<file path="src/logic/icache_cfg.svh">
`ifndef ICACHE_CFG_SVH
`define ICACHE_CFG_SVH

// cache geometry
`define NUM_ICACHE_LINES 32
`define LINE_OFS_BITS    3                      // byte offset inside a 64-bit line
`define ICACHE_IDX_BITS  ($clog2(`NUM_ICACHE_LINES))

// memory bus tags, tag 0 means none
`define NUM_MEM_TAGS     16
`define MEM_TAG_BITS     ($clog2(`NUM_MEM_TAGS))

// fetch address space covered by the cache tags
`define FETCH_ADDR_BITS  16
`define ICACHE_TAG_BITS  (`FETCH_ADDR_BITS - `ICACHE_IDX_BITS - `LINE_OFS_BITS)

// cycles from acceptance to returned data
`define MEM_LATENCY      6

`endif

</file>
<file path="src/logic/icache_pkg.sv">
`default_nettype none
`include "icache_cfg.svh"

package icache_pkg;

  // ------------------------------------------------------------
  // memory bus
  // ------------------------------------------------------------
  typedef enum logic [1:0] {
    BUS_NONE = 2'h0,
    BUS_LOAD = 2'h1
  } mem_cmd_t;

  typedef struct packed {
    mem_cmd_t    cmd;
    logic [63:0] addr;
  } mem_req_t;

  typedef struct packed {
    logic [`MEM_TAG_BITS-1:0] rsp_tag;                // same cycle, 0 = refused
    logic [`MEM_TAG_BITS-1:0] data_tag;               // tag of the data below
    logic [63:0]              data;
  } mem_rsp_t;

  // ------------------------------------------------------------
  // cache storage
  // ------------------------------------------------------------
  typedef struct packed {
    logic                        valid;
    logic [`ICACHE_TAG_BITS-1:0] tag;
    logic [63:0]                 data;
  } icache_line_t;

  typedef struct packed {
    logic [`ICACHE_IDX_BITS-1:0] idx;
    logic [`ICACHE_TAG_BITS-1:0] tag;
  } mem_tag_entry_t;

  // ------------------------------------------------------------
  // fetch and config ports
  // ------------------------------------------------------------
  typedef enum logic [1:0] {IDLE, WAIT_HIT, ACK_HI} fetch_state_t;

  typedef enum logic [1:0] {
    CFG_SET_PREFETCH,
    CFG_FLUSH,
    CFG_READ_HITS,
    CFG_READ_MISSES
  } cfg_op_t;

  typedef struct packed {
    cfg_op_t     op;
    logic [31:0] wdata;
  } cfg_req_t;

  typedef struct packed {
    logic [31:0] hits;
    logic [31:0] misses;
  } icache_stats_t;

endpackage

`default_nettype wire

</file>
<file path="src/logic/icache.sv">
`default_nettype none
`include "icache_cfg.svh"

module icache import icache_pkg::*; (
  input  logic                        clock,
  input  logic                        reset,
  input  logic [`FETCH_ADDR_BITS-1:0] i_lookup_addr,
  input  logic                        i_prefetch_en,
  input  logic                        i_flush,
  input  mem_rsp_t                    i_mem_rsp,
  output mem_req_t                    o_mem_req,
  output logic [63:0]                 o_data,
  output logic                        o_valid
);

  icache_line_t             lines     [`NUM_ICACHE_LINES];
  mem_tag_entry_t           tag_table [`NUM_MEM_TAGS];   // one entry per memory tag
  logic [`NUM_MEM_TAGS-1:0] tag_live;                    // outstanding tags

  logic [`ICACHE_IDX_BITS-1:0] idx;
  logic [`ICACHE_IDX_BITS-1:0] head;
  logic [`ICACHE_IDX_BITS-1:0] tail;
  logic [`ICACHE_IDX_BITS-1:0] tail_inc;
  logic [`ICACHE_IDX_BITS-1:0] idx_off;
  logic [`ICACHE_IDX_BITS-1:0] tail_off;
  logic [`ICACHE_IDX_BITS-1:0] req_idx;
  logic [`ICACHE_TAG_BITS-1:0] tag;
  logic [`ICACHE_TAG_BITS-1:0] head_tag;
  logic [`ICACHE_TAG_BITS-1:0] pf_tag;
  logic [`ICACHE_TAG_BITS-1:0] req_tag;
  logic                        in_win;
  logic                        match;
  logic                        hit_win;
  logic                        use_pf;
  logic                        accepted;
  logic                        data_back;
  logic                        fill_ok;
  mem_tag_entry_t              fill_entry;
  mem_cmd_t                    cmd_q;

  // ------------------------------------------------------------
  // lookup
  // ------------------------------------------------------------
  assign idx   = i_lookup_addr[`LINE_OFS_BITS +: `ICACHE_IDX_BITS];
  assign tag   = i_lookup_addr[`FETCH_ADDR_BITS-1 -: `ICACHE_TAG_BITS];
  assign match = lines[idx].tag == tag;

  assign o_data  = lines[idx].data;
  assign o_valid = lines[idx].valid && match;

  // window is [head, tail), modulo the line count
  assign idx_off  = idx - head;
  assign tail_off = tail - head;
  assign in_win   = idx_off < tail_off;
  assign hit_win  = in_win && match;
  assign use_pf   = hit_win && i_prefetch_en;
  assign tail_inc = tail + 1'b1;
  assign pf_tag   = (tail < head) ? head_tag + 1'b1 : head_tag;   // stream wrapped past 0

  // ------------------------------------------------------------
  // memory request
  // ------------------------------------------------------------
  assign req_idx  = use_pf ? tail : idx;
  assign req_tag  = use_pf ? pf_tag : tag;
  assign accepted = (i_mem_rsp.rsp_tag != '0) && (cmd_q == BUS_LOAD);

  always_comb begin
    o_mem_req.cmd  = cmd_q;
    o_mem_req.addr = 64'({req_tag, req_idx, {`LINE_OFS_BITS{1'b0}}});
  end

  always_ff @(posedge clock) begin
    if (reset) begin
      cmd_q <= BUS_NONE;
    end else begin
      cmd_q <= BUS_LOAD;
    end
  end

  always_ff @(posedge clock) begin
    if (reset || i_flush) begin
      head     <= '0;
      tail     <= '0;
      head_tag <= '0;
    end else if (accepted && !hit_win) begin   // demand restarts the stream
      head     <= idx;
      tail     <= idx + 1'b1;
      head_tag <= tag;
    end else if (accepted && use_pf && (tail_inc != head)) begin
      tail <= tail_inc;
    end
  end

  // ------------------------------------------------------------
  // tag table and fills
  // ------------------------------------------------------------
  assign data_back  = i_mem_rsp.data_tag != '0;
  assign fill_entry = tag_table[i_mem_rsp.data_tag];
  assign fill_ok    = data_back && tag_live[i_mem_rsp.data_tag] &&
                      (fill_entry.tag == lines[fill_entry.idx].tag);

  always_ff @(posedge clock) begin
    if (accepted) begin
      tag_table[i_mem_rsp.rsp_tag] <= '{idx: req_idx, tag: req_tag};
    end
  end

  always_ff @(posedge clock) begin
    if (reset || i_flush) begin
      tag_live <= '0;                          // drop fills still in flight
    end else begin
      if (data_back) begin
        tag_live[i_mem_rsp.data_tag] <= 1'b0;
      end
      if (accepted) begin
        tag_live[i_mem_rsp.rsp_tag] <= 1'b1;   // reuse in the same cycle wins
      end
    end
  end

  always_ff @(posedge clock) begin
    if (fill_ok) begin
      lines[fill_entry.idx].data  <= i_mem_rsp.data;
      lines[fill_entry.idx].valid <= 1'b1;
    end
    if (accepted && (lines[req_idx].tag != req_tag)) begin
      lines[req_idx].tag   <= req_tag;         // new owner, old data is stale
      lines[req_idx].valid <= 1'b0;
    end
    if (reset || i_flush) begin
      for (int i = 0; i < `NUM_ICACHE_LINES; i++) begin
        lines[i].valid <= 1'b0;
      end
    end
  end

endmodule

`default_nettype wire

</file>
<file path="src/logic/icache_ctrl_regs.sv">
`default_nettype none

module icache_ctrl_regs import icache_pkg::*; (
  input  logic        clock,
  input  logic        reset,
  input  logic        i_cfg_req,
  input  cfg_req_t    i_cfg,
  input  logic        i_hit,
  input  logic        i_miss,
  output logic        o_cfg_ack,
  output logic [31:0] o_cfg_rdata,
  output logic        o_prefetch_en,
  output logic        o_flush
);

  logic          pending;                      // req sampled, op runs next cycle
  logic          do_flush;
  icache_stats_t stats;

  assign do_flush = pending && (i_cfg.op == CFG_FLUSH);

  // ------------------------------------------------------------
  // four-phase handshake and control bits
  // ------------------------------------------------------------
  always_ff @(posedge clock) begin
    if (reset) begin
      pending       <= 1'b0;
      o_cfg_ack     <= 1'b0;
      o_prefetch_en <= 1'b1;
      o_flush       <= 1'b0;
    end else begin
      o_flush <= 1'b0;
      if (pending) begin
        pending   <= 1'b0;
        o_cfg_ack <= 1'b1;
        if (i_cfg.op == CFG_SET_PREFETCH) begin
          o_prefetch_en <= i_cfg.wdata[0];
        end
        o_flush <= do_flush;                   // cache sees it while ack is high
      end else if (i_cfg_req && !o_cfg_ack) begin
        pending <= 1'b1;
      end else if (o_cfg_ack && !i_cfg_req) begin
        o_cfg_ack <= 1'b0;
      end
    end
  end

  // ------------------------------------------------------------
  // hit and miss counters
  // ------------------------------------------------------------
  always_ff @(posedge clock) begin
    if (reset || do_flush) begin
      stats <= '0;
    end else begin
      if (i_hit) begin
        stats.hits <= stats.hits + 32'd1;
      end
      if (i_miss) begin
        stats.misses <= stats.misses + 32'd1;
      end
    end
  end

  always_ff @(posedge clock) begin
    if (pending) begin
      case (i_cfg.op)
        CFG_READ_HITS:   o_cfg_rdata <= stats.hits;
        CFG_READ_MISSES: o_cfg_rdata <= stats.misses;
        default:         o_cfg_rdata <= '0;
      endcase
    end
  end

endmodule

`default_nettype wire

</file>
<file path="src/logic/fetch_unit.sv">
`default_nettype none
`include "icache_cfg.svh"

module fetch_unit import icache_pkg::*; (
  input  logic                        clock,
  input  logic                        reset,
  input  logic                        i_fetch_req,
  input  logic [`FETCH_ADDR_BITS-1:0] i_fetch_addr,
  input  logic [63:0]                 i_cache_data,
  input  logic                        i_cache_valid,
  output logic                        o_fetch_ack,
  output logic [63:0]                 o_fetch_data,
  output logic [`FETCH_ADDR_BITS-1:0] o_lookup_addr,
  output logic                        o_hit,
  output logic                        o_miss
);

  fetch_state_t                state;
  logic                        first;          // first lookup cycle of a request
  logic [`FETCH_ADDR_BITS-1:0] addr_q;
  logic [63:0]                 data_q;

  assign o_lookup_addr = addr_q;
  assign o_fetch_ack   = state == ACK_HI;
  assign o_fetch_data  = data_q;

  // classify once per request
  assign o_hit  = (state == WAIT_HIT) && first && i_cache_valid;
  assign o_miss = (state == WAIT_HIT) && first && !i_cache_valid;

  // ------------------------------------------------------------
  // request FSM
  // ------------------------------------------------------------
  always_ff @(posedge clock) begin
    if (reset) begin
      state  <= IDLE;
      first  <= 1'b0;
      addr_q <= '0;
    end else begin
      case (state)
        IDLE: begin
          if (i_fetch_req) begin
            addr_q <= i_fetch_addr;
            first  <= 1'b1;
            state  <= WAIT_HIT;
          end
        end
        WAIT_HIT: begin
          first <= 1'b0;
          if (i_cache_valid) begin
            state <= ACK_HI;
          end
        end
        ACK_HI: begin
          if (!i_fetch_req) begin
            state <= IDLE;
          end
        end
        default: state <= IDLE;
      endcase
    end
  end

  always_ff @(posedge clock) begin
    if ((state == WAIT_HIT) && i_cache_valid) begin
      data_q <= i_cache_data;
    end
  end

endmodule

`default_nettype wire

</file>
<file path="src/logic/fetch_top.sv">
`default_nettype none
`include "icache_cfg.svh"

module fetch_top import icache_pkg::*; (
  input  logic                        clock,
  input  logic                        reset,
  input  logic                        i_fetch_req,
  input  logic [`FETCH_ADDR_BITS-1:0] i_fetch_addr,
  input  logic                        i_cfg_req,
  input  cfg_req_t                    i_cfg,
  input  mem_rsp_t                    i_mem_rsp,
  output logic                        o_fetch_ack,
  output logic [63:0]                 o_fetch_data,
  output logic                        o_cfg_ack,
  output logic [31:0]                 o_cfg_rdata,
  output mem_req_t                    o_mem_req
);

  logic [`FETCH_ADDR_BITS-1:0] lookup_addr;
  logic [63:0]                 cache_data;
  logic                        cache_valid;
  logic                        hit;
  logic                        miss;
  logic                        prefetch_en;
  logic                        flush;

  fetch_unit fetch_unit_inst (
    .clock         (clock),
    .reset         (reset),
    .i_fetch_req   (i_fetch_req),
    .i_fetch_addr  (i_fetch_addr),
    .i_cache_data  (cache_data),
    .i_cache_valid (cache_valid),
    .o_fetch_ack   (o_fetch_ack),
    .o_fetch_data  (o_fetch_data),
    .o_lookup_addr (lookup_addr),
    .o_hit         (hit),
    .o_miss        (miss)
  );

  icache icache_inst (
    .clock         (clock),
    .reset         (reset),
    .i_lookup_addr (lookup_addr),
    .i_prefetch_en (prefetch_en),
    .i_flush       (flush),
    .i_mem_rsp     (i_mem_rsp),
    .o_mem_req     (o_mem_req),
    .o_data        (cache_data),
    .o_valid       (cache_valid)
  );

  icache_ctrl_regs icache_ctrl_regs_inst (
    .clock         (clock),
    .reset         (reset),
    .i_cfg_req     (i_cfg_req),
    .i_cfg         (i_cfg),
    .i_hit         (hit),
    .i_miss        (miss),
    .o_cfg_ack     (o_cfg_ack),
    .o_cfg_rdata   (o_cfg_rdata),
    .o_prefetch_en (prefetch_en),
    .o_flush       (flush)
  );

endmodule

`default_nettype wire

</file>
<file path="config.mk">
export PLATFORM = sky130hd
export DESIGN_NAME = fetch_top
export DESIGN_NICKNAME = d
export VERILOG_FILES = /design/src/logic/icache_pkg.sv /design/src/logic/icache.sv /design/src/logic/icache_ctrl_regs.sv /design/src/logic/fetch_unit.sv /design/src/logic/fetch_top.sv
export VERILOG_INCLUDE_DIRS = /design/src /design/src/logic
export SDC_FILE = /design/constraint.sdc
export NUM_CORES = 2
export LEC_CHECK = 0
export BUFFER_PORTS_ARGS = -buffer_cell sky130_fd_sc_hd__buf_2
export CORE_MARGIN = 2
export CORE_UTILIZATION = 30
export CTS_BUF_LIST = sky130_fd_sc_hd__clkbuf_2
export DETAILED_ROUTE_END_ITERATION = 8
export SYNTH_ARGS = -nofsm -noshare
export SYNTH_HDL_FRONTEND = slang
export SYNTH_SLANG_ARGS = --single-unit
export TNS_END_PERCENT = 20
</file>
<file path="constraint.sdc">
create_clock -name clock -period 8.7 [get_ports clock]
set_input_delay 0.87 -clock clock [delete_from_list [all_inputs] [get_ports clock]]
set_output_delay 0.87 -clock clock [all_outputs]
set_load 0.01 [all_outputs]
</file>
======== After elaboration in Yosys (flattened, before gate mapping) ========
Memory sizes are Yosys's and may differ from the RTL's. A register that Yosys moved wholly into a read port is not among the register bits.
Index checks and enable logic that the tools add are counted.
operators by class
  $add $sub $neg .......................... 7
  $lt $le $gt $ge ......................... 6
  equal/unequal tests ..................... 14
  multiplexer cells ....................... 36
  bitwise logic cells ..................... 4
  reduce and logical (&&, ||, !) cells .... 39
operator list
  kind                                                               count
  adder 32 x 1 -> 32 bit, second input constant                      2
  case mux 32 bit (2 select lines)                                   1
  2-to-1 mux 16 bit                                                  3
  2-to-1 mux 5 bit                                                   5
  logical AND 1 bit                                                  19
  2-to-1 mux 1 bit                                                   17
  bitwise AND 16 bit                                                 1
  == test 8 bit                                                      2
  2-to-1 mux 8 bit                                                   2
  inverter 16 bit                                                    1
  OR 16 bit                                                          1
  adder 5 x 1 -> 5 bit, second input constant                        2
  < comparator 4 x 5 -> 1 bit, second input constant                 2
  < comparator 5 bit                                                 2
  subtractor 5 bit                                                   2
  adder 8 x 1 -> 8 bit, second input constant                        1
  demux 1 bit (select 4 bit)                                         2
  greater-or-equal comparator 4 x 1 -> 1 bit, second input constant  2
  inequality test 8 bit                                              1
  AND reduction 2 bit                                                4
  nonzero test 4 bit                                                 2
  == test 2 bit, second input constant                               3
  2-to-1 mux 2 bit                                                   3
  case mux 2 bit (3 select lines)                                    1
  other kinds (14)                                                   25
word-level totals
  bits in registers ....................... 218
  memory bits (writable) .................. 2544
  input bits .............................. 126
  output and inout port bits .............. 164
  logic and storage cells ................. 124
  memories kept ........................... 2
memories
  memory                 depth  width  read ports  clocked after memory_dff  wr ports  RTL line      RTL
  icache_inst.lines      32     73     3           1                         34        icache.sv:16  icache_line_t lines [`NUM_ICACHE_LINES];
  icache_inst.tag_table  16     13     1           0                         1         icache.sv:17  mem_tag_entry_t tag_table [`NUM_MEM_TAGS];

======== Longest topological paths before layout ========
  depth in word-level cells ............... 10
  depth in mapped cells ................... 26
  mapped depth without buffers ............ 21

======== Cells and area by module ========
From an unflattened synthesis, not the netlist that was laid out.
unflattened totals
  cells, all modules ...................... 5799
  area total of the unflattened synthesis .. 113136.0 µm²
modules (own cells, without submodules)
  module            times used  cells an instance  area an instance (µm²)  seq. area each (µm²)
  icache            1           5171               105587.5                76753.6
  icache_ctrl_regs  1           477                4742.0                  2322.2
  fetch_unit        1           151                2806.4                  2302.2

======== Worst setup path after synthesis ========
Ideal clock, no wire load.
  path type ............................... input to register
  start point ............................. input i_mem_rsp[64] (netlist name)
  end point ............................... memory icache_inst.lines[0][72] (netlist name)
  setup time .............................. 84 ps
  arrival ................................. 8029 ps
  required time ........................... 8616 ps
  setup slack ............................. 587 ps
  cell stages on the path ................. 16
  buffers on the path ..................... 4
  cell sequence ........................... buf_2 -> buf_2 -> buf_2 -> mux4_2 -> mux4_2 -> clkbuf_1 -> nand2_1 -> o22ai_1 -> nor4_1 -> xnor2_1 -> nand3_1 -> nor4_1 -> nor3b_1 -> nor2b_1 -> o21ai_0 -> a31oi_1
RTL lines
  what             RTL line         RTL
  start, declared  fetch_top.sv:11  input mem_rsp_t i_mem_rsp,
  end, declared    icache.sv:16

==> impl_results.md <==
- Outcome: completed
- Syn. warnings: 0
- Initial antenna violation count: 28
- Final count of pins violating max slew: 0
- Cell accounting for the most synthesized area: edfxtp_1
- Min Tclk post-route: roughly 8.4 ns
- Synth-to-layout area growth: 14.69%
- RSZ-0062 raised after global routing: false
- Crit-path max FO: 38
- Peak VDD IR: about 0.12 mV
- Primary FF master, synth: edfxtp_1
- Antenna Nets Post-Route: 0
- Wirelength per Cell: 25.73 um
- Die Footprint: approximately 390000 sq um
- Post-synthesis sequential area ratio: 0.7139
- Post-synth EDFFs: roughly 2.6k
- PD cells: between 150 and 200 nW/um^2
- Buffer and inverter count on the worst path: 2
- Post CTS Setup Buffer Count: 0
- GRT Total Usage: 0.1641
- Hold crit path type: in2reg
- DRC: 0
- Max Freq: between 100 and 150 MHz
- Asr flop ratio synth: 0
- Pre-CTS WS: -0.2902 ns
- Crit path DAT: about 7.5 ns
- Crit path cell chain: nor2b_1, a22o_1, nor3_1, a211oi_2, xor2_2, and3_2, nand3_2, o21ai_4, buf_4, buf_2
- Ports: between 200 and 300
- # nets final: slightly above 7k
- Post-Syn Area per Cell: about 19 sq um
- Core Box Area: around 380000 sq um
- Clock transition at the registers of the reported paths: roughly 0.11 ns
- Largest net degree at the start of global routing: 115
- Top cells by count, synth: edfxtp_1 (2608), mux4_2 (784), nand2_1 (493)
- RePlAce Congestion: 0.9245
- Slowest CP cell: nor2b_1
- Clk_lat worst skew: roughly 2.2 ns
- Period utilization: 0.9668
- Mapped Area: ~110000 sq um
- Worst-Margin Slew: 1.235 ns
- Total CTS buffers: around 680
- Hold Path Depth: 5
- Critical path class: reg2out
- Die Height: approximately 620 um
- IO Port Bufs: 203
- Vias in the first global route: around 66k
- Hpwl dp: 182.3 mm
- Initial core utilization: 0.3012
- DR iter-0 viols: 7143
- Critical Path End Type: output pin
- Final hold violation count: 0
- Worst reg2reg setup slack: 0.67 ns
- Row Count: about 230
- CP delay by family, top: simple AND/OR/NAND/NOR gates
- Slowest stage delay, CP: 1.05 ns
- Longest Clk Path Bufs: 4
- H-tree Lvls: 6
- Clock skew: around 0.33 ns
- P_leak: 42.12 nW
- #FFs+latches synth: 2763
- CTS sink cnt: between 2k and 3k
- Hold Startpoint: i_fetch_req
- Non-Filler Instances: 12.54k
- Top-area cell type share of the netlist area: 0.6867
- Synth top area cells: edfxtp_1 (69%), mux4_2 (15%), dfxtp_1 (2.7%), nand2_1 (1.6%), mux2i_1 (1.5%)
- R2R cell count: 16
- Placed cells: 11.12k
- Vias per cell: roughly 5
- Worst EP required: around 8 ns
- Layout cells sized above 1: 0.3188
- FF/Latch Area: about 81000 sq um
- Setup ws final: approximately 0.29 ns
- Final wirelength: 322.8 mm
- DR pass1 iterations: 6
- First-pass GRT wire length: roughly 460 mm
- Cell with the most instances after synthesis: edfxtp_1
- # setup viols final: 0
- Root buffer cell: clkbuf_2
- CP Launch Type: register
- Gr ovfl total: 0
- Die width: approximately 620 um
- Max transition margin: 0.1751
- Synth cell types: 73
- CTS tree: yes
- Reg2reg end: icache_inst.lines[23][66]
- Via count: approximately 65k
- Multi-input gate area: ~31000 sq um
- MaxCap Viol Count: 0
- Mapped Cells: 6073
- Fill count: roughly 36k
[logic make-up after synthesis]
| kind of cell | after synthesis | share of synthesized area |
|---|---|---|
| flip-flops | 2763 | 0.7139 |
| AND/OR/NAND/NOR | 1092 | 0.04485 |
| multiplexers | 1017 | 0.1759 |
| AO/OA/AOI/OAI | 558 | 0.03528 |
| buffers and inverters | 528 | 0.02037 |
| XOR/XNOR | 94 | 0.007285 |
| adder cells (fa/ha/maj) | 20 | 0.002326 |
| other | 1 | 0.00003288 |
[layout by cell type, fill, tap and decap left out, drive strengths merged, types with 43 or more instances in the layout]
| master | synthesis | routed |
|---|---|---|
| a2111oi | 64 | 64 |
| nor2 | 200 | 200 |
| dlygate4sd3 | 0 | 206 |
| a21oi | 108 | 108 |
| xnor2 | 43 | 43 |
| inv | 95 | 124 |
| edfxtp | 2608 | 2608 |
| dfxtp | 155 | 155 |
| nand2b | 71 | 71 |
| clkbuf | 247 | 976 |
| a32oi | 66 | 66 |
| xor2 | 51 | 51 |
| buf | 186 | 410 |
| conb | 1 | 65 |
| mux2 | 61 | 61 |
| o21ai | 74 | 74 |
| mux2i | 172 | 172 |
| mux4 | 784 | 784 |
| nand2 | 493 | 493 |
| nand3 | 43 | 43 |
| nor2b | 117 | 117 |
| and3 | 56 | 56 |
| a22oi | 56 | 56 |
| clkinv | 0 | 166 |
[stage by stage]
step / power (mW) / setup TNS [ns] / utilization / hold slack, ns / area [sq um]
after floorplan: 16.13 / 0 / - / 0.4505 / 114300
after global placement: 16.85 / -65.94 / 0.3233 / 0.4351 / 122400
after detailed placement: 16.88 / -77.35 / 0.3233 / 0.4403 / 122400
after CTS: 25.61 / 0 / 0.3453 / 0.001154 / 130700
after global routing: 26.37 / 0 / 0.3454 / 0.1051 / 130800
final: 25.33 / 0 / 0.3455 / 0.2707 / 130800
[routing by layer]
layer | share of wire | routed length (um) | up-vias | global-route usage
li1 | - | - | 27000 | -
met1 | 0.41 | 131800 | 33690 | 0.2187
met2 | 0.48 | 153600 | 3197 | 0.2643
met3 | 0.085 | 27400 | 631 | 0.03693
met4 | 0.030 | 9839 | 18 | 0.05525
met5 | 0.00038 | 123 | - | 0
[state kept, by name, indices dropped and copies added, names as in the netlist, 2 cells and up, named ones only]
signal,flops
fetch_unit_inst.o_fetch_data,64
fetch_unit_inst.o_lookup_addr,13
fetch_unit_inst.state,2
icache_ctrl_regs_inst.o_cfg_rdata,32
icache_ctrl_regs_inst.stats,64
icache_inst.head,5
icache_inst.head_tag,8
icache_inst.lines,2336
icache_inst.tag_live,15
icache_inst.tag_table,208
icache_inst.tail,5
[final cells by class]
class                           count  area share
Clock inverter                    214    0.009595
Inverter                           95    0.002784
Antenna cell                       18   0.0003444
Multi-Input combinational cell   2846      0.2359
Tap cell                         5016     0.04798
Timing Repair Buffer              616     0.04345
Sequential cell                  2763      0.6226
Clock buffer                      976     0.03735
[worst max-delay path by stage]
| stage | endpoint | cells after the start | startpoint | slack, ns |
|---|---|---|---|---|
| 2_1_floorplan | icache_inst.lines[0][72] | 16 | i_mem_rsp[64] | 0.59 |
| 4_1_cts | o_mem_req[9] | 10 | register | 0.23 |
| 6_report | o_mem_req[9] | 10 | register | 0.29 |
| 3_3_place_gp | icache_inst.lines[25][58] | 14 | i_mem_rsp[64] | -0.29 |
| 5_1_grt | o_mem_req[9] | 11 | register | 0.13 |
| 3_5_place_dp | icache_inst.lines[25][58] | 14 | i_mem_rsp[64] | -0.29 |
[where the power goes]
part,internal [mW],switching (mW)
logic,0.743,1.32
clock network,3.33,5.31
registers,14.6,0.0626
total,18.6,6.69
[what timing repair did]
action,CTS,global route
hold buffers,212,0
gates resized for setup,0,0
endpoints found under the hold margin,2433,0
[worst register-to-register path: cells and delay by family (launching register included)]
kind                   cells  cell delay (ns)
AO/OA/AOI/OAI              5             1.88
XOR/XNOR                   1             0.32
buffers and inverters      2             0.55
flip-flops                 1             0.83
multiplexers               1             0.17
AND/OR/NAND/NOR            7             3.77
Note: power is estimated with default switching activity, not from simulation.
